--- src/common/div_cfg.svh ---
`ifndef DIV_CFG_SVH
`define DIV_CFG_SVH

// operand and result width in bits, any even value from 4 upward.
`define DIV_WIDTH 16

// the bit counter has to hold DIV_WIDTH itself, one more bit than the index.
`define DIV_CNT_WIDTH ($clog2(`DIV_WIDTH) + 1)

`endif
--- src/common/div_pkg.sv ---
`include "div_cfg.svh"

package div_pkg;

    // ----------------------------------------------------------------------
    // request and result words
    // ----------------------------------------------------------------------
    typedef struct packed {
        logic signed [`DIV_WIDTH-1:0] dividend;
        logic signed [`DIV_WIDTH-1:0] divisor;
    } div_req_t;

    typedef struct packed {
        logic signed [`DIV_WIDTH-1:0] quotient;
        logic signed [`DIV_WIDTH-1:0] remainder;
    } div_res_t;

    // operands as magnitudes, with the signs the result stage puts back.
    typedef struct packed {
        logic [`DIV_WIDTH-1:0] dividend_mag;
        logic [`DIV_WIDTH-1:0] divisor_mag;
        logic                  neg_q;
        logic                  neg_r;
        logic                  ovf;    // most negative dividend over minus one.
    } div_oper_t;

    // ----------------------------------------------------------------------
    // partial remainder and quotient, shifted as one word
    // ----------------------------------------------------------------------
    typedef struct packed {
        logic [`DIV_WIDTH-1:0] rem;
        logic [`DIV_WIDTH-1:0] quo;
    } div_rq_fields_t;

    typedef union packed {
        logic [2*`DIV_WIDTH-1:0] bits;
        div_rq_fields_t          fields;
    } div_rq_u;

    typedef enum logic [2:0] {
        S_IDLE   = 3'd0,
        S_LOAD   = 3'd1,
        S_CHECK  = 3'd2,
        S_DIVIDE = 3'd3,
        S_SUB    = 3'd4,
        S_SHIFT  = 3'd5,
        S_DONE   = 3'd6
    } div_state_e;

endpackage

--- src/source/div_top.sv ---
`timescale 1ns/10ps

module div_top (
    input  logic              clk,
    input  logic              rst_n,
    input  logic              start,
    input  div_pkg::div_req_t req,
    output logic              busy,
    output div_pkg::div_res_t res,
    output logic              valid,
    output logic              dvz_err,
    output logic              ovf_err
);

    import div_pkg::*;

    div_oper_t oper;
    div_rq_u   rq;
    logic      go;
    logic      ld_ops;
    logic      clr;
    logic      sub_en;
    logic      shift_en;
    logic      done;
    logic      abort_dvz;
    logic      abort_ovf;
    logic      dvz;
    logic      gte;
    logic      co_cnt;

    // ----------------------------------------------------------------------
    // request capture, control, datapath and result
    // ----------------------------------------------------------------------
    div_input_stage i_input (
        .clk   (clk),
        .rst_n (rst_n),
        .start (start),
        .req   (req),
        .busy  (busy),
        .go    (go),
        .oper  (oper)
    );

    div_control i_control (
        .clk       (clk),
        .rst_n     (rst_n),
        .go        (go),
        .dvz       (dvz),
        .gte       (gte),
        .co_cnt    (co_cnt),
        .ovf       (oper.ovf),
        .busy      (busy),
        .ld_ops    (ld_ops),
        .clr       (clr),
        .sub_en    (sub_en),
        .shift_en  (shift_en),
        .done      (done),
        .abort_dvz (abort_dvz),
        .abort_ovf (abort_ovf)
    );

    div_datapath i_datapath (
        .clk      (clk),
        .rst_n    (rst_n),
        .ld_ops   (ld_ops),
        .clr      (clr),
        .sub_en   (sub_en),
        .shift_en (shift_en),
        .oper     (oper),
        .rq       (rq),
        .dvz      (dvz),
        .gte      (gte),
        .co_cnt   (co_cnt)
    );

    div_result_stage i_result (
        .clk       (clk),
        .rst_n     (rst_n),
        .done      (done),
        .abort_dvz (abort_dvz),
        .abort_ovf (abort_ovf),
        .rq        (rq),
        .neg_q     (oper.neg_q),
        .neg_r     (oper.neg_r),
        .res       (res),
        .valid     (valid),
        .dvz_err   (dvz_err),
        .ovf_err   (ovf_err)
    );

endmodule

--- src/source/div_result_stage.sv ---
`timescale 1ns/10ps

`include "div_cfg.svh"

module div_result_stage (
    input  logic             clk,
    input  logic             rst_n,
    input  logic             done,
    input  logic             abort_dvz,
    input  logic             abort_ovf,
    input  div_pkg::div_rq_u rq,
    input  logic             neg_q,
    input  logic             neg_r,
    output div_pkg::div_res_t res,
    output logic             valid,
    output logic             dvz_err,
    output logic             ovf_err
);

    logic [`DIV_WIDTH-1:0] quo_mag;
    logic [`DIV_WIDTH-1:0] rem_mag;

    // the final shift leaves the whole word one bit up, undo it here.
    assign quo_mag = {rq.fields.rem[0], rq.fields.quo[`DIV_WIDTH-1:1]};
    assign rem_mag = {1'b0, rq.fields.rem[`DIV_WIDTH-1:1]};

    always_ff @(posedge clk or negedge rst_n) begin
        if (!rst_n) begin
            res     <= '0;
            valid   <= 1'b0;
            dvz_err <= 1'b0;
            ovf_err <= 1'b0;
        end else begin
            valid   <= done;
            dvz_err <= abort_dvz;
            ovf_err <= abort_ovf;
            if (done) begin
                res.quotient  <= neg_q ? -quo_mag : quo_mag;
                res.remainder <= neg_r ? -rem_mag : rem_mag;   // sign of the dividend.
            end
        end
    end

endmodule

--- src/divider/div_datapath.sv ---
`timescale 1ns/10ps

`include "div_cfg.svh"

module div_datapath (
    input  logic               clk,
    input  logic               rst_n,
    input  logic               ld_ops,
    input  logic               clr,
    input  logic               sub_en,
    input  logic               shift_en,
    input  div_pkg::div_oper_t oper,
    output div_pkg::div_rq_u   rq,
    output logic               dvz,
    output logic               gte,
    output logic               co_cnt
);

    localparam int unsigned           CNT_W    = `DIV_CNT_WIDTH;
    localparam logic [CNT_W-1:0]      CNT_LAST = CNT_W'(`DIV_WIDTH - 1);

    logic [`DIV_WIDTH-1:0] divisor_q;
    logic [CNT_W-1:0]      bit_cnt;

    // ----------------------------------------------------------------------
    // operand and partial remainder registers
    // ----------------------------------------------------------------------
    always_ff @(posedge clk) begin
        if (ld_ops) begin
            divisor_q <= oper.divisor_mag;
            // the dividend goes in one bit up, so its top bit already sits in rem
            // for the first compare.
            rq.bits <= {{`DIV_WIDTH{1'b0}}, oper.dividend_mag} << 1;
        end else if (sub_en) begin
            rq.fields.rem    <= rq.fields.rem - divisor_q;
            rq.fields.quo[0] <= 1'b1;   // quotient bit of this step.
        end else if (shift_en) begin
            rq.bits <= rq.bits << 1;    // brings down the next dividend bit.
        end
    end

    // ----------------------------------------------------------------------
    // bit counter
    // ----------------------------------------------------------------------
    always_ff @(posedge clk or negedge rst_n) begin
        if (!rst_n) begin
            bit_cnt <= '0;
        end else if (clr) begin
            bit_cnt <= '0;
        end else if (shift_en) begin
            bit_cnt <= bit_cnt + 1'b1;
        end
    end

    // rem stays below the divisor magnitude, at most half the range, so the
    // shifted value never loses its top bit.
    assign dvz    = (divisor_q == '0);
    assign gte    = (rq.fields.rem >= divisor_q);
    assign co_cnt = shift_en && (bit_cnt == CNT_LAST);   // last of the shifts.

endmodule

--- src/divider/div_control.sv ---
`timescale 1ns/10ps

module div_control (
    input  logic clk,
    input  logic rst_n,
    input  logic go,
    input  logic dvz,
    input  logic gte,
    input  logic co_cnt,
    input  logic ovf,
    output logic busy,
    output logic ld_ops,
    output logic clr,
    output logic sub_en,
    output logic shift_en,
    output logic done,
    output logic abort_dvz,
    output logic abort_ovf
);

    import div_pkg::*;

    div_state_e state;
    div_state_e next_state;
    logic       next_abort_dvz;
    logic       next_abort_ovf;

    // ----------------------------------------------------------------------
    // next state
    // ----------------------------------------------------------------------
    always_comb begin
        next_state     = state;
        next_abort_dvz = 1'b0;
        next_abort_ovf = 1'b0;
        case (state)
            S_IDLE: begin
                if (go) begin
                    next_state = S_LOAD;
                end
            end
            S_LOAD: next_state = S_CHECK;
            S_CHECK: begin
                if (dvz) begin
                    next_state     = S_IDLE;
                    next_abort_dvz = 1'b1;
                end else begin
                    next_state = S_DIVIDE;
                end
            end
            S_DIVIDE: next_state = gte ? S_SUB : S_SHIFT;
            S_SUB: next_state = S_SHIFT;
            S_SHIFT: begin
                // overflow is known from the start, one pass through the loop is enough.
                if (ovf) begin
                    next_state     = S_IDLE;
                    next_abort_ovf = 1'b1;
                end else if (co_cnt) begin
                    next_state = S_DONE;
                end else begin
                    next_state = S_DIVIDE;
                end
            end
            S_DONE: next_state = S_IDLE;
            default: next_state = S_IDLE;
        endcase
    end

    // ----------------------------------------------------------------------
    // state and strobes, each strobe is high for the whole of its state
    // ----------------------------------------------------------------------
    always_ff @(posedge clk or negedge rst_n) begin
        if (!rst_n) begin
            state     <= S_IDLE;
            busy      <= 1'b0;
            ld_ops    <= 1'b0;
            clr       <= 1'b0;
            sub_en    <= 1'b0;
            shift_en  <= 1'b0;
            done      <= 1'b0;
            abort_dvz <= 1'b0;
            abort_ovf <= 1'b0;
        end else begin
            state     <= next_state;
            // busy covers the abort cycle, so it drops together with done and abort alike.
            busy      <= (next_state != S_IDLE) || next_abort_dvz || next_abort_ovf;
            ld_ops    <= (next_state == S_LOAD);
            clr       <= (next_state == S_LOAD);
            sub_en    <= (next_state == S_SUB);
            shift_en  <= (next_state == S_SHIFT);
            done      <= (next_state == S_DONE);
            abort_dvz <= next_abort_dvz;
            abort_ovf <= next_abort_ovf;
        end
    end

endmodule

--- src/source/div_input_stage.sv ---
`timescale 1ns/10ps

`include "div_cfg.svh"

module div_input_stage (
    input  logic              clk,
    input  logic              rst_n,
    input  logic              start,
    input  div_pkg::div_req_t req,
    input  logic              busy,
    output logic              go,
    output div_pkg::div_oper_t oper
);

    localparam logic [`DIV_WIDTH-1:0] MOST_NEG = {1'b1, {(`DIV_WIDTH-1){1'b0}}};

    logic accept;
    logic dvd_neg;
    logic dvs_neg;

    // go is still high in the cycle before busy rises, so it blocks too.
    assign accept  = start && !busy && !go;
    assign dvd_neg = req.dividend[`DIV_WIDTH-1];
    assign dvs_neg = req.divisor[`DIV_WIDTH-1];

    always_ff @(posedge clk or negedge rst_n) begin
        if (!rst_n) begin
            go <= 1'b0;
        end else begin
            go <= accept;
        end
    end

    // the most negative value negates to itself, which is the right magnitude bit pattern.
    always_ff @(posedge clk) begin
        if (accept) begin
            oper.dividend_mag <= dvd_neg ? -req.dividend : req.dividend;
            oper.divisor_mag  <= dvs_neg ? -req.divisor : req.divisor;
            oper.neg_q        <= dvd_neg ^ dvs_neg;
            oper.neg_r        <= dvd_neg;   // remainder follows the dividend.
            oper.ovf          <= (req.dividend == MOST_NEG) && (req.divisor == '1);
        end
    end

endmodule

--- config.mk ---
export PLATFORM = sky130hd
export DESIGN_NAME = div_top
export DESIGN_NICKNAME = d
export VERILOG_FILES = /design/src/common/div_pkg.sv /design/src/source/div_top.sv /design/src/source/div_result_stage.sv /design/src/divider/div_datapath.sv /design/src/divider/div_control.sv /design/src/source/div_input_stage.sv
export VERILOG_INCLUDE_DIRS = /design/src /design/src/common
export SDC_FILE = /design/constraint.sdc
export NUM_CORES = 1
export LEC_CHECK = 0
export BUFFER_PORTS_ARGS = -buffer_cell sky130_fd_sc_hd__buf_2
export CAP_MARGIN = 20
export CORE_MARGIN = 2
export CORE_UTILIZATION = 40
export CTS_CLUSTER_DIAMETER = 80
export CTS_CLUSTER_SIZE = 10
export DETAILED_ROUTE_END_ITERATION = 10
export SYNTH_ARGS = -nofsm -noshare
export SYNTH_HDL_FRONTEND = slang
export SYNTH_HIERARCHICAL = 1
export SYNTH_SLANG_ARGS = --single-unit
--- constraint.sdc ---
create_clock -name clk -period 9.68 [get_ports clk]
set_input_delay 0.484 -clock clk [delete_from_list [all_inputs] [get_ports clk]]
set_output_delay 0.484 -clock clk [all_outputs]
set_load 0.02 [all_outputs]
==> results of run 1 <==
power breakdown:
group	switching [W]	internal, W
Combinational	0.000349	0.000273
Sequential	0.000121	0.000728
Clock	0.000233	0.000346
Total	0.000703	0.00135
sequential cells by signal (all words and copies together) (netlist names):
signal                count
i_control/done            1
i_result/res             32
i_datapath/bit_cnt        5
i_control/shift_en        1
i_control/state           3
i_result/dvz_err          1
i_result/ovf_err          1
i_control/abort_dvz       1
i_input/go                1
i_control/abort_ovf       1
i_result/valid            1
i_control/sub_en          1
i_datapath/divisor_q     16
i_datapath/rq            32
i_control/clr             1
i_control/busy            1
i_input/oper             35
worst reg2reg max path, stage by stage, from the launching register on:
cell and delay [ns]:
edfxtp_1 0.38, inv_1 0.06, ha_1 0.22, fa_1 0.39, nand2b_1 0.17, a21oi_1 0.30, a31oi_2 0.21, a21oi_1 0.27
o211ai_1 0.13, nand2b_1 0.13, mux2i_1 0.09, a22o_1 0.18
layer usage:
metal	vias up	part of all wire
li1	2553	-
met1	2422	0.50
met2	126	0.44
met3	11	0.048
met4	0	0.011
met5	-	0
stage by stage:
stage | setup WS (ns) | total power (W) | instance area, sq um
floorplan | 6.05 | 0.00132 | 7130
global placement | 7.13 | 0.00146 | 7670
detailed placement | 7.06 | 0.00148 | 7670
CTS | 7.05 | 0.00207 | 8220
global route | 6.85 | 0.00219 | 8220
finish | 7.03 | 0.00205 | 8220
cell families after synthesis:
| logic type | count (synthesis) |
|---|---|
| compound gates | 150 |
| flops | 134 |
| buf+inv | 71 |
| mux | 29 |
| simple gates | 184 |
| fa+ha+maj | 24 |
| xor+xnor | 65 |
synthesized netlist by cell type (3+ instances only):
cell,count,area share
o21ai_1,5,0.0035
inv_1,36,0.019
nor4_1,12,0.011
xor2_1,35,0.043
nand4_1,8,0.0070
nand3_1,8,0.0056
clkbuf_1,24,0.013
o41ai_2,4,0.0091
o31ai_1,14,0.015
or2_2,5,0.0044
nand2_1,26,0.014
or3b_2,3,0.0037
mux2i_1,9,0.013
a21o_1,4,0.0042
ha_1,23,0.040
dfxtp_1,16,0.045
and3_1,7,0.0061
o21ai_0,19,0.013
buf_2,6,0.0042
or4_4,3,0.0047
o211ai_1,5,0.0053
mux2_2,20,0.032
a21oi_1,47,0.033
or3_1,13,0.011
or4_1,10,0.011
dfrtp_1,51,0.18
a211oi_1,18,0.019
o41ai_1,13,0.016
xnor2_1,30,0.037
edfxtp_1,67,0.28
nor2b_1,8,0.0070
nor2_1,54,0.028
nor3_1,4,0.0028
nand2b_1,10,0.0088
area by class of cell:
cell class,instances,share of cell area
clock buffers,21,0.0572
clock inverters,11,0.00944
inverters,37,0.0172
multi-input cells,452,0.394
flip-flops and latches,134,0.439
well taps,225,0.0343
repair buffers,76,0.0481
path summary, 6_finish.rpt:
kind                                           end           startpoint  slack, ns  cells after the start
worst max-delay path            i_control/state[0]    i_datapath/rq[16]       7.03                     11
worst min-delay path            i_control/state[1]                rst_n       0.17                      2
worst max register to register  i_control/state[0]    i_datapath/rq[16]       7.03                     11
worst min register to register    i_result/ovf_err  i_control/abort_ovf       0.35                      0
max in group asynchronous           i_control/done                rst_n       9.04                      2
min in group clk                  i_input/oper[19]              req[16]       0.28                      1
==> results.json, run 1 <==
{
  "period_minus_slack_ns": 2.65,
  "cts_tree": "yes",
  "status": "finished clean",
  "root_buffer": "clkbuf_16",
  "routed_wl_um": 14600,
  "critPathCaptureType": "register",
  "clkSinkCount": 134,
  "final_core_util": 0.473,
  "insertion_delay_ns": 0.42,
  "postRouteAntennaNets": 0,
  "timing.critical_path.buf_inv": 1,
  "synth_area_sq_mm": 0.00713,
  "use_met2": 0.237,
  "synth_top_flop_cell": "edfxtp_1",
  "timing.final.crit_share": 0.274,
  "n_fill_cell": 1606,
  "relSlewSlack": 0.415,
  "post_drt_wl_per_cell_um": 15.3,
  "grt_pass1_vias": 4784,
  "tightest_slew_ns": 0.869,
  "final_common_cell": "buf_2",
  "core-area_sq_mm": 0.0174,
  "powerDensity_mw_per_mm2": 249,
  "crit_slowest_cell": "fa_1",
  "grtUsageMet3": 0.0390,
  "clockBufferDepth": 2,
  "met1_usage": 0.236,
  "synth-compound-area-share": 0.146,
  "layout-drive-gt1-share": 0.208,
  "port_buffers": 70,
  "nets": 777,
  "leakage_nw": 3.40,
  "peakVddDrop_v": 0.000136,
  "muxShareOfSynthArea": 0.0442,
  "grt_max_degree": 66,
  "dp_hpwl_um": 10700,
  "start_util": 0.411,
  "cts_resized": 0,
  "gr-max-usage-layer": "met2",
  "global_route.usage.total": 0.164,
  "drtPass1Iterations": 5,
  "num_vias": 5112,
  "max_freq_ghz": 0.377,
  "synth_xor_area_frac": 0.0798,
  "gp_congestion": 0.846,
  "cap_viol_max_count": 0,
  "diodes": 0,
  "die-area_sq_mm": 0.0189,
  "synth_top_family_by_area": "compound AO/OA/AOI/OAI gates",
  "synthAdderAreaFrac": 0.0432,
  "area_growth_pct": 15.2,
  "crit_path_start_kind": "register",
  "rows": 48,
  "hold_viol": 0,
  "synth_warnings": 6,
  "numCtsBuffers": 17,
  "ys_types": 67,
  "rsz0062_at_grt": "false",
  "skew_ns": 0.00764,
  "ys_async_sr_fraction": 0.381,
  "seq_area_frac_synth": 0.506,
  "synthSimpleGateAreaFrac": 0.141,
  "ys_seq_elements": 134,
  "post-route-drc-count": 0,
  "syn_inst": 657,
  "multi_input_area_sq_mm": 0.00324,
  "path_cells": "inv_1 > ha_1 > fa_1 > nand2b_1 > a21oi_1 > a31oi_2 > a21oi_1 > o211ai_1 > nand2b_1 > mux2i_1 > a22o_1",
  "cp.required_ns": 9.99,
  "dr.first_iter.drc_count": 358,
  "postCtsSetupRepairBufs": 0,
  "die-height_um": 138,
  "seqCellArea_sq_mm": 0.00361,
  "htree_levels": 4,
  "antenna_found_initial": 0,
  "synthesis.nets": 716,
  "synth_edf_count": 67,
  "crit_fanout": 4,
  "hold_ws_ns": 0.171,
  "grt_pass1_wl_um": 24200,
  "max_stage_delay_ns": 0.39,
  "crit_type": "register to register",
  "mostFrequentLayoutCells": "70 x buf_2, 67 x edfxtp_1, 54 x nor2_1",
  "dp.cells": 924,
  "num_io_pins": 71,
  "syn_area_per_cell_sq_um": 10.9,
  "finalSetupViolations": 0,
  "worstHoldPathType": "primary input to asynchronous set/reset pin",
  "setup-tns-final_ns": 0,
  "grt_overflow": 0,
  "finalMaxSlewViolations": 0,
  "worstPathArrival_ns": 2.96,
  "avgViaCountPerCell": 5.35,
  "cts.clk_slew.worst_paths_ns": 0.06,
  "die_w_um": 138,
  "hold_buffers": 0,
  "final_cells": 956,
  "path_delay_family": "compound AO/OA/AOI/OAI gates"
}
(Power assumes the default switching activity.)
==> run 2: changes to the inputs <==
==> constraint.sdc (replaced) <==
create_clock -name clk -period 2.7 [get_ports clk]
set_input_delay 0.135 -clock clk [delete_from_list [all_inputs] [get_ports clk]]
set_output_delay 0.135 -clock clk [all_outputs]
set_load 0.02 [all_outputs]
==> run 2 against run 1 <==
- die area did not move
- setup slack worse by 6.8 ns
- cell count is 0.94% higher
- critical endpoint unchanged
==> results.json, run 2 (synthesized netlist as in run 1, its figures left out) <==
{
  "crit_slowest_cell": "edfxtp_1",
  "crit_fanout": 3,
  "start_util": 0.411,
  "power.share.combinational": 0.298,
  "mostFrequentLayoutCells": "70 x buf_2, 67 x edfxtp_1, 54 x nor2_1",
  "diodes": 0,
  "die_w_um": 138,
  "seqCellArea_sq_mm": 0.00361,
  "htree_levels": 4,
  "avgViaCountPerCell": 5.30,
  "grt_pass1_wl_um": 25600,
  "largest_reg_flops": 35,
  "crit_type": "register to register",
  "powerDensity_mw_per_mm2": 912,
  "multi_input_area_sq_mm": 0.00325,
  "global_route.usage.total": 0.176,
  "path_delay_family": "compound AO/OA/AOI/OAI gates",
  "dp_hpwl_um": 11400,
  "status": "finished clean",
  "nets": 786,
  "max_stage_delay_ns": 0.39,
  "max_freq_ghz": 0.403,
  "power_w": 0.00760,
  "routed_wl_um": 15400,
  "post-route-drc-count": 0,
  "regMostFlops": "i_input/oper",
  "seqPwrFrac": 0.406,
  "cts.clk_slew.worst_paths_ns": 0.05,
  "num_vias": 5110,
  "worstHoldPathType": "primary input to register",
  "grt_max_degree": 52,
  "postCtsSetupRepairBufs": 0,
  "core-area_sq_mm": 0.0174,
  "period_minus_slack_ns": 2.48,
  "dr.first_iter.drc_count": 277,
  "grt_pass1_vias": 5078,
  "rows": 48,
  "clkSinkCount": 134,
  "timing.final.crit_share": 0.919,
  "antenna_found_initial": 0,
  "insertion_delay_ns": 0.41,
  "rsz0062_at_grt": "false",
  "critPathCaptureType": "register",
  "p_switching_w": 0.00253,
  "clockBufferDepth": 2,
  "grt_overflow": 0,
  "area_growth_pct": 16.9,
  "relSlewSlack": 0.430,
  "hold_viol": 0,
  "port_buffers": 70,
  "post_drt_wl_per_cell_um": 16.0,
  "cp.required_ns": 2.99,
  "n_fill_cell": 1604,
  "drtPass1Iterations": 5,
  "root_buffer": "clkbuf_16",
  "swShare": 0.333,
  "numCtsBuffers": 17,
  "top_regs": "i_input/oper (35), i_datapath/rq (32), i_result/res (32)",
  "p_int_w": 0.00507,
  "r2r-start": "i_datapath/rq[16]",
  "finalSetupViolations": 0,
  "finalMaxSlewViolations": 0,
  "gp_congestion": 0.872,
  "min_from": "req[10]",
  "setup-tns-final_ns": 0,
  "tightest_slew_ns": 0.855,
  "postRouteAntennaNets": 0,
  "path_cells": "inv_1 > ha_1 > fa_1 > nand2b_1 > a21oi_2 > a31oi_2 > a21oi_2 > o211ai_1 > nand2b_1 > mux2i_1 > a22o_1",
  "die-height_um": 138,
  "skew_ns": 0.0101,
  "peakVddDrop_v": 0.000478,
  "die-area_sq_mm": 0.0189,
  "num_io_pins": 71,
  "final_common_cell": "buf_2",
  "worstPathArrival_ns": 2.77,
  "leakage_nw": 3.46,
  "cap_viol_max_count": 0,
  "crit_start": "i_datapath/rq[16]",
  "power_frac_clock": 0.296,
  "layout-drive-gt1-share": 0.209,
  "cts_tree": "yes",
  "crit_path_start_kind": "register",
  "timing.critical_path.buf_inv": 1
}
## run 2: changes by cell type in the layout (fill, tap and decap cells not counted), moves of 3 or more
cell and delta:
clkbuf_8 -3, buf_4 +6, dlygate4sd3_1 +3, bufinv_16 +3, clkinvlp_4 -3, clkbuf_1 +4
## run 2: power groups by stage
stage | combinational, W | sequential, W | clock (W)
6_report | 0.00227 | 0.00308 | 0.00225
5_1_grt | 0.00255 | 0.00316 | 0.00241
4_1_cts | 0.00227 | 0.00308 | 0.00231
3_5_place_dp | 0.00224 | 0.00312 | 0
3_3_place_gp | 0.00219 | 0.00309 | 0
2_1_floorplan | 0.00183 | 0.00291 | 0
## run 2: worst register-to-register path: stages (launching register included)
cell and delay [ns]:
edfxtp_1 0.39, inv_1 0.06, ha_1 0.22, fa_1 0.39, nand2b_1 0.19, a21oi_2 0.22, a31oi_2 0.15, a21oi_2 0.21
o211ai_1 0.12, nand2b_1 0.13, mux2i_1 0.09, a22o_1 0.19
## run 2: through the flow
step / area [sq um] / hold slack (ns) / setup WS (ns) / cells / util
detailed placement: 7720 / 0.304 / 0.0587 / 930 / 0.445
CTS: 8330 / 0.0363 / 0.0521 / 965 / 0.480
global route: 8330 / 0.0461 / 0.00721 / 965 / 0.480
floorplan: 7140 / -0.161 / 0.336 / 657 / -
global placement: 7720 / 0.292 / 0.213 / 930 / 0.445
finish: 8330 / 0.0586 / 0.219 / 965 / 0.480
## run 2: path summary, 6_finish.rpt
path                       cells after the start               endpoint  slack [ns]
max in group asynchronous                      3         i_control/done        1.82
min                                            2       i_input/oper[13]        0.06
min reg2reg                                    0       i_result/dvz_err        0.36
min in group asynchronous                      3  i_datapath/bit_cnt[4]        0.39
max reg2reg                                   11     i_control/state[0]        0.22
max                                           11     i_control/state[0]        0.22
## run 2: what timing repair did
item                       4_1_cts  5_1_grt
hold buffers                     3        0
setup endpoints to repair        0        1
gates resized for setup          0        2
hold endpoints to repair        53        0
## run 2: layout make-up
type / count / area share
clock buffer: 22 / 0.0533
clock inverter: 10 / 0.0158
inverter: 37 / 0.0170
multi-input combinational: 452 / 0.390
sequential: 134 / 0.433
tap: 225 / 0.0338
timing repair buffer: 85 / 0.0564
## run 2: metal layers
metal / up-vias / global-route usage / part of all wire
met5: - / 0 / 0
met4: 0 / 0.0493 / 0.0076
met3: 9 / 0.0383 / 0.043
met2: 102 / 0.277 / 0.46
met1: 2431 / 0.244 / 0.49
li1: 2568 / - / -
